### src/verilog/rv_core_params.svh
`ifndef RV_CORE_PARAMS_SVH
`define RV_CORE_PARAMS_SVH

// ======================================================================
// core dimensions
// ======================================================================

// data path width
`define RV_XLEN 32

// register index width, matches the rd/rs1/rs2 fields
`define RV_REG_AW 5

// architectural registers including x0
`define RV_NUM_REGS 32

`endif
### src/verilog/rv_isa_pkg.sv
`include "rv_core_params.svh"

package rv_isa_pkg;

  // ======================================================================
  // instruction encoding
  // ======================================================================

  // major opcodes still decoded by this core
  typedef enum logic [6:0] {
    OPC_OP     = 7'b0110011,
    OPC_OP_IMM = 7'b0010011,
    OPC_LUI    = 7'b0110111
  } opcode_e;

  // funct3 codes shared by OP and OP-IMM
  typedef enum logic [2:0] {
    F3_ADD_SUB = 3'b000,
    F3_SLL     = 3'b001,
    F3_SLT     = 3'b010,
    F3_SLTU    = 3'b011,
    F3_XOR     = 3'b100,
    F3_SRL_SRA = 3'b101,
    F3_OR      = 3'b110,
    F3_AND     = 3'b111
  } funct3_e;

  // alu operation, top bit mirrors funct7[5]
  typedef enum logic [3:0] {
    ALU_ADD  = 4'b0000,
    ALU_SLL  = 4'b0001,
    ALU_SLT  = 4'b0010,
    ALU_SLTU = 4'b0011,
    ALU_XOR  = 4'b0100,
    ALU_SRL  = 4'b0101,
    ALU_OR   = 4'b0110,
    ALU_AND  = 4'b0111,
    ALU_SUB  = 4'b1000,
    ALU_SRA  = 4'b1101
  } alu_op_e;

  // r-type field layout, msb first
  typedef struct packed {
    logic [6:0]            funct7;
    logic [`RV_REG_AW-1:0] rs2;
    logic [`RV_REG_AW-1:0] rs1;
    logic [2:0]            funct3;
    logic [`RV_REG_AW-1:0] rd;
    logic [6:0]            opcode;
  } rv_inst_t;

endpackage

### src/verilog/rv_pipe_pkg.sv
`include "rv_core_params.svh"

package rv_pipe_pkg;

  import rv_isa_pkg::*;

  // ======================================================================
  // stage payloads
  // ======================================================================

  // decode to execute
  typedef struct packed {
    logic                  valid;
    logic                  wr_en;
    logic [`RV_REG_AW-1:0] rd;
    logic [`RV_REG_AW-1:0] rs1;
    logic [`RV_REG_AW-1:0] rs2;
    alu_op_e               alu_op;
    logic                  use_imm;
    logic [`RV_XLEN-1:0]   rdata1;
    logic [`RV_XLEN-1:0]   rdata2;
    logic [`RV_XLEN-1:0]   imm;
  } id_exe_t;

  // execute to write-back / register file
  typedef struct packed {
    logic [`RV_REG_AW-1:0] rd;
    logic [`RV_XLEN-1:0]   data;
  } wb_t;

endpackage

### src/verilog/rv_core_top.sv
`timescale 1ns/1ns
`include "rv_core_params.svh"

module rv_core_top
  import rv_isa_pkg::*;
  import rv_pipe_pkg::*;
(
  input  logic     clk_i,
  input  logic     rst_n_i,
  input  logic     inst_valid_i,
  input  rv_inst_t inst_i,
  output logic     wb_valid_o,
  output wb_t      wb_o
);

  logic [`RV_REG_AW-1:0] rs1;
  logic [`RV_REG_AW-1:0] rs2;
  logic [`RV_XLEN-1:0]   rdata1;
  logic [`RV_XLEN-1:0]   rdata2;
  id_exe_t               id_exe;

  // ======================================================================
  // decode
  // ======================================================================
  decode_stage u_decode (
    .clk_i        (clk_i),
    .rst_n_i      (rst_n_i),
    .inst_valid_i (inst_valid_i),
    .inst_i       (inst_i),
    .rdata1_i     (rdata1),
    .rdata2_i     (rdata2),
    .rs1_o        (rs1),
    .rs2_o        (rs2),
    .id_exe_o     (id_exe)
  );

  // ======================================================================
  // execute
  // ======================================================================
  execute_stage u_execute (
    .clk_i      (clk_i),
    .rst_n_i    (rst_n_i),
    .id_exe_i   (id_exe),
    .wb_valid_o (wb_valid_o),
    .wb_o       (wb_o)
  );

  // register file, written by the write-back strobe
  reg_file u_reg_file (
    .clk_i    (clk_i),
    .rst_n_i  (rst_n_i),
    .raddr1_i (rs1),
    .raddr2_i (rs2),
    .rdata1_o (rdata1),
    .rdata2_o (rdata2),
    .we_i     (wb_valid_o),
    .wb_i     (wb_o)
  );

endmodule

### src/verilog/execute_stage.sv
`timescale 1ns/1ns
`include "rv_core_params.svh"

module execute_stage
  import rv_pipe_pkg::*;
(
  input  logic    clk_i,
  input  logic    rst_n_i,
  input  id_exe_t id_exe_i,
  output logic    wb_valid_o,
  output wb_t     wb_o
);

  logic                fwd1;
  logic                fwd2;
  logic [`RV_XLEN-1:0] op1;
  logic [`RV_XLEN-1:0] rs2_val;
  logic [`RV_XLEN-1:0] op2;
  logic [`RV_XLEN-1:0] alu_res;
  logic                wb_valid_q;
  wb_t                 wb_q;

  // ======================================================================
  // operand forwarding
  // ======================================================================

  // wb_valid is only set for a nonzero rd, so x0 never forwards
  assign fwd1 = wb_valid_q && (wb_q.rd == id_exe_i.rs1);
  assign fwd2 = wb_valid_q && (wb_q.rd == id_exe_i.rs2);

  assign op1     = fwd1 ? wb_q.data : id_exe_i.rdata1;
  assign rs2_val = fwd2 ? wb_q.data : id_exe_i.rdata2;

  // immediate forms take operand 2 from decode
  assign op2 = id_exe_i.use_imm ? id_exe_i.imm : rs2_val;

  alu u_alu (
    .op_i     (id_exe_i.alu_op),
    .a_i      (op1),
    .b_i      (op2),
    .result_o (alu_res)
  );

  // ======================================================================
  // write-back register
  // ======================================================================
  always_ff @(posedge clk_i or negedge rst_n_i) begin
    if (!rst_n_i) begin
      wb_valid_q <= 1'b0;
    end else begin
      wb_valid_q <= id_exe_i.valid && id_exe_i.wr_en;
    end
  end

  // result payload, held between writes
  always_ff @(posedge clk_i) begin
    if (id_exe_i.valid && id_exe_i.wr_en) begin
      wb_q.rd   <= id_exe_i.rd;
      wb_q.data <= alu_res;
    end
  end

  assign wb_valid_o = wb_valid_q;
  assign wb_o       = wb_q;

endmodule

### src/verilog/decode_stage.sv
`timescale 1ns/1ns
`include "rv_core_params.svh"

module decode_stage
  import rv_isa_pkg::*;
  import rv_pipe_pkg::*;
(
  input  logic                  clk_i,
  input  logic                  rst_n_i,
  input  logic                  inst_valid_i,
  input  rv_inst_t              inst_i,
  input  logic [`RV_XLEN-1:0]   rdata1_i,
  input  logic [`RV_XLEN-1:0]   rdata2_i,
  output logic [`RV_REG_AW-1:0] rs1_o,
  output logic [`RV_REG_AW-1:0] rs2_o,
  output id_exe_t               id_exe_o
);

  rv_inst_t            inst_q;
  logic                inst_valid_q;
  opcode_e             opcode;
  funct3_e             funct3;
  logic                legal_op;
  logic                use_imm;
  alu_op_e             alu_op;
  logic [`RV_XLEN-1:0] imm;
  id_exe_t             id_exe_d;

  // funct3 plus the alternate bit to an alu operation
  function automatic alu_op_e sel_alu_op(funct3_e f3, logic alt);
    alu_op_e op;
    op = ALU_ADD;
    case (f3)
      F3_ADD_SUB: op = alt ? ALU_SUB : ALU_ADD;
      F3_SLL:     op = ALU_SLL;
      F3_SLT:     op = ALU_SLT;
      F3_SLTU:    op = ALU_SLTU;
      F3_XOR:     op = ALU_XOR;
      F3_SRL_SRA: op = alt ? ALU_SRA : ALU_SRL;
      F3_OR:      op = ALU_OR;
      F3_AND:     op = ALU_AND;
    endcase
    return op;
  endfunction

  // ======================================================================
  // instruction capture
  // ======================================================================
  always_ff @(posedge clk_i or negedge rst_n_i) begin
    if (!rst_n_i) begin
      inst_valid_q <= 1'b0;
    end else begin
      inst_valid_q <= inst_valid_i;
    end
  end

  always_ff @(posedge clk_i) begin
    if (inst_valid_i) begin
      inst_q <= inst_i;
    end
  end

  // ======================================================================
  // decode and immediate
  // ======================================================================
  assign opcode = opcode_e'(inst_q.opcode);
  assign funct3 = funct3_e'(inst_q.funct3);

  always_comb begin
    legal_op = 1'b0;
    use_imm  = 1'b0;
    alu_op   = ALU_ADD;
    imm      = '0;
    rs1_o    = inst_q.rs1;
    case (opcode)
      OPC_OP: begin
        legal_op = 1'b1;
        alu_op   = sel_alu_op(funct3, inst_q.funct7[5]);
      end
      OPC_OP_IMM: begin
        legal_op = 1'b1;
        use_imm  = 1'b1;
        // only the right shift reads imm[10] as the alternate bit
        alu_op   = sel_alu_op(funct3, (funct3 == F3_SRL_SRA) && inst_q.funct7[5]);
        if (funct3 == F3_SLL || funct3 == F3_SRL_SRA) begin
          imm = {{(`RV_XLEN-`RV_REG_AW){1'b0}}, inst_q.rs2};
        end else begin
          imm = {{(`RV_XLEN-12){inst_q.funct7[6]}}, inst_q.funct7, inst_q.rs2};
        end
      end
      OPC_LUI: begin
        // x0 + upper immediate
        legal_op = 1'b1;
        use_imm  = 1'b1;
        rs1_o    = '0;
        imm      = {inst_q.funct7, inst_q.rs2, inst_q.rs1, inst_q.funct3, 12'b0};
      end
      default: ;
    endcase
  end

  assign rs2_o = inst_q.rs2;

  always_comb begin
    id_exe_d.valid   = inst_valid_q;
    id_exe_d.wr_en   = legal_op && (inst_q.rd != '0);
    id_exe_d.rd      = inst_q.rd;
    id_exe_d.rs1     = rs1_o;
    id_exe_d.rs2     = rs2_o;
    id_exe_d.alu_op  = alu_op;
    id_exe_d.use_imm = use_imm;
    id_exe_d.rdata1  = rdata1_i;
    id_exe_d.rdata2  = rdata2_i;
    id_exe_d.imm     = imm;
  end

  // id/exe pipeline register
  always_ff @(posedge clk_i or negedge rst_n_i) begin
    if (!rst_n_i) begin
      id_exe_o <= '0;
    end else begin
      id_exe_o <= id_exe_d;
    end
  end

endmodule

### src/verilog/reg_file.sv
`timescale 1ns/1ns
`include "rv_core_params.svh"

module reg_file
  import rv_pipe_pkg::*;
(
  input  logic                  clk_i,
  input  logic                  rst_n_i,
  input  logic [`RV_REG_AW-1:0] raddr1_i,
  input  logic [`RV_REG_AW-1:0] raddr2_i,
  output logic [`RV_XLEN-1:0]   rdata1_o,
  output logic [`RV_XLEN-1:0]   rdata2_o,
  input  logic                  we_i,
  input  wb_t                   wb_i
);

  // no storage for x0
  logic [`RV_XLEN-1:0] regs [1:`RV_NUM_REGS-1];

  always_ff @(posedge clk_i or negedge rst_n_i) begin
    if (!rst_n_i) begin
      for (int i = 1; i < `RV_NUM_REGS; i++) begin
        regs[i] <= '0;
      end
    end else if (we_i) begin
      regs[wb_i.rd] <= wb_i.data;
    end
  end

  // write-first read port for the distance-2 hazard
  function automatic logic [`RV_XLEN-1:0] read_port(logic [`RV_REG_AW-1:0] addr);
    if (addr == '0) begin
      return '0;
    end
    if (we_i && addr == wb_i.rd) begin
      return wb_i.data;
    end
    return regs[addr];
  endfunction

  always_comb begin
    rdata1_o = read_port(raddr1_i);
    rdata2_o = read_port(raddr2_i);
  end

endmodule

### src/verilog/alu.sv
`timescale 1ns/1ns
`include "rv_core_params.svh"

module alu
  import rv_isa_pkg::*;
(
  input  alu_op_e             op_i,
  input  logic [`RV_XLEN-1:0] a_i,
  input  logic [`RV_XLEN-1:0] b_i,
  output logic [`RV_XLEN-1:0] result_o
);

  localparam int SHW = $clog2(`RV_XLEN);

  logic [SHW-1:0] shamt;
  logic           lt_signed;
  logic           lt_unsigned;

  // shift amount from the low bits only
  assign shamt = b_i[SHW-1:0];

  assign lt_signed   = $signed(a_i) < $signed(b_i);
  assign lt_unsigned = a_i < b_i;

  always_comb begin
    case (op_i)
      ALU_ADD:  result_o = a_i + b_i;
      ALU_SUB:  result_o = a_i - b_i;
      ALU_SLL:  result_o = a_i << shamt;
      ALU_SLT:  result_o = {{(`RV_XLEN-1){1'b0}}, lt_signed};
      ALU_SLTU: result_o = {{(`RV_XLEN-1){1'b0}}, lt_unsigned};
      ALU_XOR:  result_o = a_i ^ b_i;
      ALU_SRL:  result_o = a_i >> shamt;
      // arithmetic shift keeps the sign bit
      ALU_SRA:  result_o = $unsigned($signed(a_i) >>> shamt);
      ALU_OR:   result_o = a_i | b_i;
      ALU_AND:  result_o = a_i & b_i;
      default:  result_o = a_i + b_i;
    endcase
  end

endmodule

### config.mk
export PLATFORM = sky130hd
export DESIGN_NAME = rv_core_top
export DESIGN_NICKNAME = d
export VERILOG_FILES = /design/src/verilog/rv_isa_pkg.sv /design/src/verilog/rv_pipe_pkg.sv /design/src/verilog/rv_core_top.sv /design/src/verilog/execute_stage.sv /design/src/verilog/decode_stage.sv /design/src/verilog/reg_file.sv /design/src/verilog/alu.sv
export VERILOG_INCLUDE_DIRS = /design/src /design/src/verilog
export SDC_FILE = /design/constraint.sdc
export NUM_CORES = 2
export LEC_CHECK = 0
export BUFFER_PORTS_ARGS = -buffer_cell sky130_fd_sc_hd__buf_2
export CAP_MARGIN = 20
export CELL_PAD_IN_SITES_DETAIL_PLACEMENT = 2
export CELL_PAD_IN_SITES_GLOBAL_PLACEMENT = 2
export CORE_MARGIN = 4
export CORE_UTILIZATION = 25
export CTS_CLUSTER_SIZE = 30
export DETAILED_ROUTE_END_ITERATION = 12
export GPL_ROUTABILITY_DRIVEN = 0
export GPL_TIMING_DRIVEN = 0
export PLACE_DENSITY_LB_ADDON = 0.1
export SYNTH_ARGS = -nofsm -noshare
export SYNTH_HDL_FRONTEND = slang
export SYNTH_SLANG_ARGS = --single-unit
### constraint.sdc
create_clock -name clk_i -period 15.84 [get_ports clk_i]
set_input_delay 1.584 -clock clk_i [delete_from_list [all_inputs] [get_ports clk_i]]
set_output_delay 1.584 -clock clk_i [all_outputs]
set_load 0.03 [all_outputs]
# --- Word level (Yosys, flattened, before mapping) ---
# Index checks and enable logic that the tools add are counted.
word_totals:
  ff_bits: 1181
  out_inout_bits: 38
  word_cells: 145
  inputBits: 35
op_classes:
  addsub: 2
  n_eq_ne: 23
  n_reduce_logical: 15
  bitwise: 6
  n_lt_le_gt_ge: 6
  n_shift: 3
  mux: 39
ops:
  columns: ["op", "n"]
  rows:
  - ["bitwise mux 992 bit", 1]
  - ["two-way mux 32 bit", 17]
  - ["binary-select mux 32 bit (select 5 bit)", 2]
  - ["one-hot mux 32 bit (9 select lines)", 1]
  - ["demux 32 bit (select 5 bit)", 1]
  - ["< comparator 32 bit", 2]
  - ["one-hot mux 32 bit (2 select lines)", 1]
  - ["one-hot mux 4 bit (8 select lines)", 2]
  - ["adder 32 bit", 1]
  - ["bitwise AND 32 bit", 1]
  - ["OR 32 bit", 1]
  - ["<< shifter 32 x 5 -> 32 bit", 1]
  - [">> shifter 32 x 5 -> 32 bit", 1]
  - [">>> shifter 32 x 5 -> 32 bit", 1]
  - ["subtractor 32 bit", 1]
  - ["bitwise XOR 32 bit", 1]
  - ["== test 5 bit", 4]
  - ["greater-or-equal comparator 6 bit (second input constant)", 3]
  - ["inverter 5 -> 6 bit", 3]
  - ["== test 4 x 3 -> 1 bit (second input constant)", 4]
  - ["two-way mux 4 bit", 4]
  - ["== test 7 x 6 -> 1 bit (second input constant)", 2]
  - ["== test 3 bit (second input constant)", 4]
  - ["logical NOT 5 bit", 2]
  - ["16 further kinds", 33]

# --- Longest topological paths before layout ---
logic_depth:
  depth_word: 8
  depth_mapped: 23
  depth_no_buf: 20

# --- By module ---
# A second synthesis with hierarchy kept.
unflattened:
  cells_unflattened: 5289
  hier_area_um2: 69456.6
by_module_without_submodules:
  columns: ["mod", "cells_each", "seq_area_each_um2", "n_inst", "area_per_inst_um2"]
  rows:
  - ["reg_file", 3603, 24823.8, 1, 53533.8]
  - ["alu", 1277, 0.0, 1, 8837.2]
  - ["decode_stage", 249, 3938.8, 1, 4545.6]
  - ["execute_stage", 160, 1136.1, 1, 2539.9]

# --- Worst setup path before layout ---
# Ideal clock, no wire load.
synth_timing:
  kind: "flip-flop to flip-flop"
  start: "reg u_execute.wb_q (netlist bit u_execute.wb_o[35])"
  end: "reg u_execute.wb_q (netlist bit u_execute.wb_o[25]) (data pin)"
  setup_slack_ns: 10.043
  arrival_time_ns: 5.525
  setup_ns: 0.272
  path_stages_with_launch: 18
  n_path_buf: 2
  synth_period_minus_slack_ns: 5.797
  required_time_ns: 15.568
  path_cell_list: "edfxtp_1 > xnor2_1 > nand4_1 > nor2_1 > clkbuf_1 > mux2i_1 > o21ai_0 > ha_1 > buf_6 > or3_4 > or4_4 > or4_1 > o221a_1 > a41o_1 > o311ai_4 > o221a_1 > nor2_1 > or4_1"
synth_between:
  elab_chain_len: 6
  elab_cells_between_ends: 16
  cone_classes: "add/sub: 2; eq/ne: 2; shift: 3; mux: 4; bitwise: 3; reduce/logical: 2"
synth_rtl:
  columns: ["item", "line_no", "text"]
  rows:
  - ["start, declared", "execute_stage.sv:21", "wb_t wb_q;"]
  - ["== test 5 bit", "execute_stage.sv:29", "assign fwd2 = wb_valid_q && (wb_q.rd == id_exe_i.rs2);"]
  - ["logical AND 1 bit", "execute_stage.sv:29", null]
  - ["two-way mux 32 bit", "execute_stage.sv:32", "assign rs2_val = fwd2 ? wb_q.data : id_exe_i.rdata2;"]
  - ["two-way mux 32 bit", "execute_stage.sv:35", "assign op2 = id_exe_i.use_imm ? id_exe_i.imm : rs2_val;"]
  - ["adder 32 bit, or another cell as far along", "alu.sv:27, alu.sv:38", null]
  - ["one-hot mux 32 bit (9 select lines) *", "alu.sv:26", "case (op_i)"]
  - ["net u_execute.alu_res[25]", "execute_stage.sv:19", "logic [`RV_XLEN-1:0] alu_res;"]
# Mark *: on every way through the listed nets, which the timed path passes. The rest lies on a longest branch.
# A chain may end at the register's enable or synchronous reset.

# --- Worst setup path in the final report ---
layout_timing:
  start: "reg u_execute.wb_q (netlist bit u_execute.wb_o[33])"
  end: "reg u_execute.wb_q (netlist bit u_execute.wb_o[28]) (data pin)"
# The elaborated chain is that of the path after synthesis.

==> metrics <==
Post-synth EDFFs=69; initial antenna violation count=43; TritonRoute pass-1 iters=8; placed instance area=79,400 um2; Commonest cells post-synth=1,112 x dfrtp_1, 1,034 x mux2_2, 712 x nand2_1, 547 x clkbuf_1, 320 x mux4_2; remaining global-route overflow=0; DR vias/cell=5.70; clock sink count=1,181; Setup Total Neg Slack=0 ns; pwr dens=101 nW/um2; total number of vias=62,300; Synth Register Bits=1,181; Site Rows=196; Die ar.=296,000 um2; layout cells sized above 1=27.1%; post-synthesis average cell area=10.8 um2; dpl hpwl=349 mm; post-synth top area share=38.7%; H-tree Lvls=4; R2R setup slack=6.25 ns; Post-Synthesis Cell Area=71,900 um2; Synth cell types=81; most common flop cell mapped by yosys=dfrtp_1; core area=286,000 um2; fin nets=7,155; largest net degree at the start of global routing=151; Comb power frac=18.3%; Max Buffers Root-to-Sink=4; worst vdd ir=0.0878 mV; RSZ-0062 raised after global routing=false; Pint=5.77 mW; Slew @ Worst Pin=1.38 ns; vias in the first global route=66,300; drc violations=0; Initial Utilization=25.2%; Clk Latency, worst-skew pair=0.88 ns; Final Hold Viols=0; Sw Ratio=32.6%; drt initial violations=5,373; syn nets=6,769; CTS Buf Count=161; CP Capture Type=register; Storage cell area=29,900 um2; Ports=73; Lkg Pwr=37.0 nW; Peak Freq=104 MHz; Rel. slew slack=7.34%; Syn. warnings=0; Final Cycle Share=60.5%; CTS tree=done; clock-pin transition on the worst setup and hold timing paths=0.06 ns; number of max-cap violations=0; CP Launch Type=register; wire per inst=41.1 um; PortBufs=72; Sequential Power Share=36.7%; Hold WC Path Type=reg -> reg; Final setup viols=0; global-route wire length before repair=603 mm; CTS Root Cell=clkbuf_16; Clock Power Share=45.0%; most area-hungry cell type in the Yosys netlist=dfrtp_1; status=completed; synth-to-layout area growth=18.2%; # hold bufs at CTS=0; required time of the critical path=16.40 ns; most frequent cell after synthesis=dfrtp_1; Worst Path Max Fanout=10; Die H=544 um; Post-synth ARST share=94.2%; multi-input logic area=38,900 um2; top cells by area, synth=dfrtp_1 39%, mux2_2 16%, mux4_2 10%; clock period minus worst slack=9.59 ns; Synth Instances=6,635; final WL=448 mm; total track usage=29.7%; Worst Clk Skew=0.0848 ns; Final Max Tran Viols=0; Die W=544 um; number of buffers added for setup after CTS=0; kind of critical path=reg -> reg; Data arrival, critical path=10.15 ns; post-CTS sizing=0; sequential area share after synthesis=41.6%; sw power=2.79 mW; design area=85,000 um2; Post-DRT Antenna Nets=0; FILL cells=30,700
worst max-delay path: stages (launching register included):
cell	delay (ns)
edfxtp_1	0.94
xnor2_1	0.22
nand4_1	0.55
nor2_1	0.51
clkbuf_1	0.57
clkbuf_1	0.64
buf_1	0.80
nand2_1	0.22
nand2_1	0.41
ha_1	0.26
clkbuf_1	0.41
a21oi_1	0.24
o2111a_1	0.21
o21ai_0	0.23
a41o_1	0.25
a21oi_1	0.17
o311ai_0	0.89
buf_1	0.26
a21oi_1	0.09
o21ai_0	0.43
o221ai_1	0.43
a221o_1	0.49
final timing paths:
kind                       cells after the start                     end                  start
setup / recovery                              21      u_execute.wb_o[28]     u_execute.wb_o[33]
hold / removal                                 0  u_decode.id_exe_o[117]  u_decode.inst_valid_q
setup reg to reg                              21      u_execute.wb_o[28]     u_execute.wb_o[33]
hold reg to reg                                0  u_decode.id_exe_o[117]  u_decode.inst_valid_q
max in group asynchronous                      3     u_reg_file.regs[80]                rst_n_i
min in group asynchronous                      1    u_reg_file.regs[860]                rst_n_i
stage by stage:
step	std cells	hold WS [ns]	setup WS (ns)	total power, mW	utilization (%)
CTS	10900	0.355	6.43	8.64	29.7
global route	10900	0.366	6.22	8.82	29.7
floorplan	6635	0.331	10.04	3.86	-
detailed placement	10600	0.341	6.49	4.73	27.8
global placement	10500	0.334	-14.26	4.66	26.9
finish	10900	0.351	6.25	8.56	29.7
power groups by stage:
stage / clock [mW] / sequential, mW / combinational [mW]
final: 3.85 / 3.14 / 1.57
after global routing: 4.06 / 3.14 / 1.61
after CTS: 3.95 / 3.14 / 1.55
after floorplan: 0 / 3.17 / 0.696
after global placement: 0 / 3.20 / 1.47
after detailed placement: 0 / 3.19 / 1.54
cell type report:
type                            count  area share, %
Sequential cell                  1181           35.2
Multi-Input combinational cell   4639           45.8
Antenna cell                       13         0.0383
Tap cell                         3762           5.54
Clock inverter                     53          0.798
Clock buffer                      235           5.57
Timing Repair Buffer              223           3.37
Buffer                            697           3.19
Inverter                          118          0.521
metal layers:
layer | track usage [%] | part of all wire, % | routed length, um | up-vias
met5 | 0 | 0.0069 | 31 | -
met2 | 48.2 | 46 | 207000 | 2179
li1 | - | - | - | 25400
met3 | 4.21 | 5.2 | 23400 | 773
met4 | 16.8 | 6.7 | 30200 | 6
met1 | 37.9 | 42 | 187000 | 33900
registers in the layout (all words and copies together) (netlist names):
register               cells
u_decode.inst_q           12
u_decode.opcode            7
u_decode.funct3            3
u_decode.inst_valid_q      1
u_execute.wb_valid_o       1
u_execute.wb_o            37
u_reg_file.regs          992
u_decode.id_exe_d          5
u_decode.id_exe_o        118
u_decode.rs2_o             5
cells by family (layout without fill, tap and decap cells):
kind of cell | after synthesis | count (layout) | share of synthesized area (%)
other | 0 | 13 | 0
AOI/OAI and AO/OA | 1259 | 1259 | 11.9
adders and majority gates | 99 | 99 | 1.74
xor gates and xnor gates | 28 | 28 | 0.341
muxes | 1614 | 1614 | 29.8
and+or+nand+nor | 1639 | 1639 | 10.3
DFF | 1181 | 1181 | 41.6
buffers and inverters | 815 | 1326 | 4.30
layout by cell type (no fill, tap or decap), types with 44 or more instances in the layout:
cell type / instances
a211oi_1: 129
a21oi_1: 276
a22oi_1: 44
a311oi_1: 105
a31oi_1: 79
and3_1: 84
buf_1: 104
buf_2: 117
buf_8: 110
clkbuf_1: 555
clkbuf_16: 164
dfrtp_1: 1112
edfxtp_1: 69
ha_1: 97
inv_1: 110
mux2_2: 1034
mux2i_1: 260
mux4_2: 320
nand2_1: 712
nand3_1: 214
nor2_1: 286
nor2b_1: 135
nor3_1: 106
o211ai_1: 68
o21ai_0: 240
o221ai_1: 51
Power figures use the tool's default switching activity.
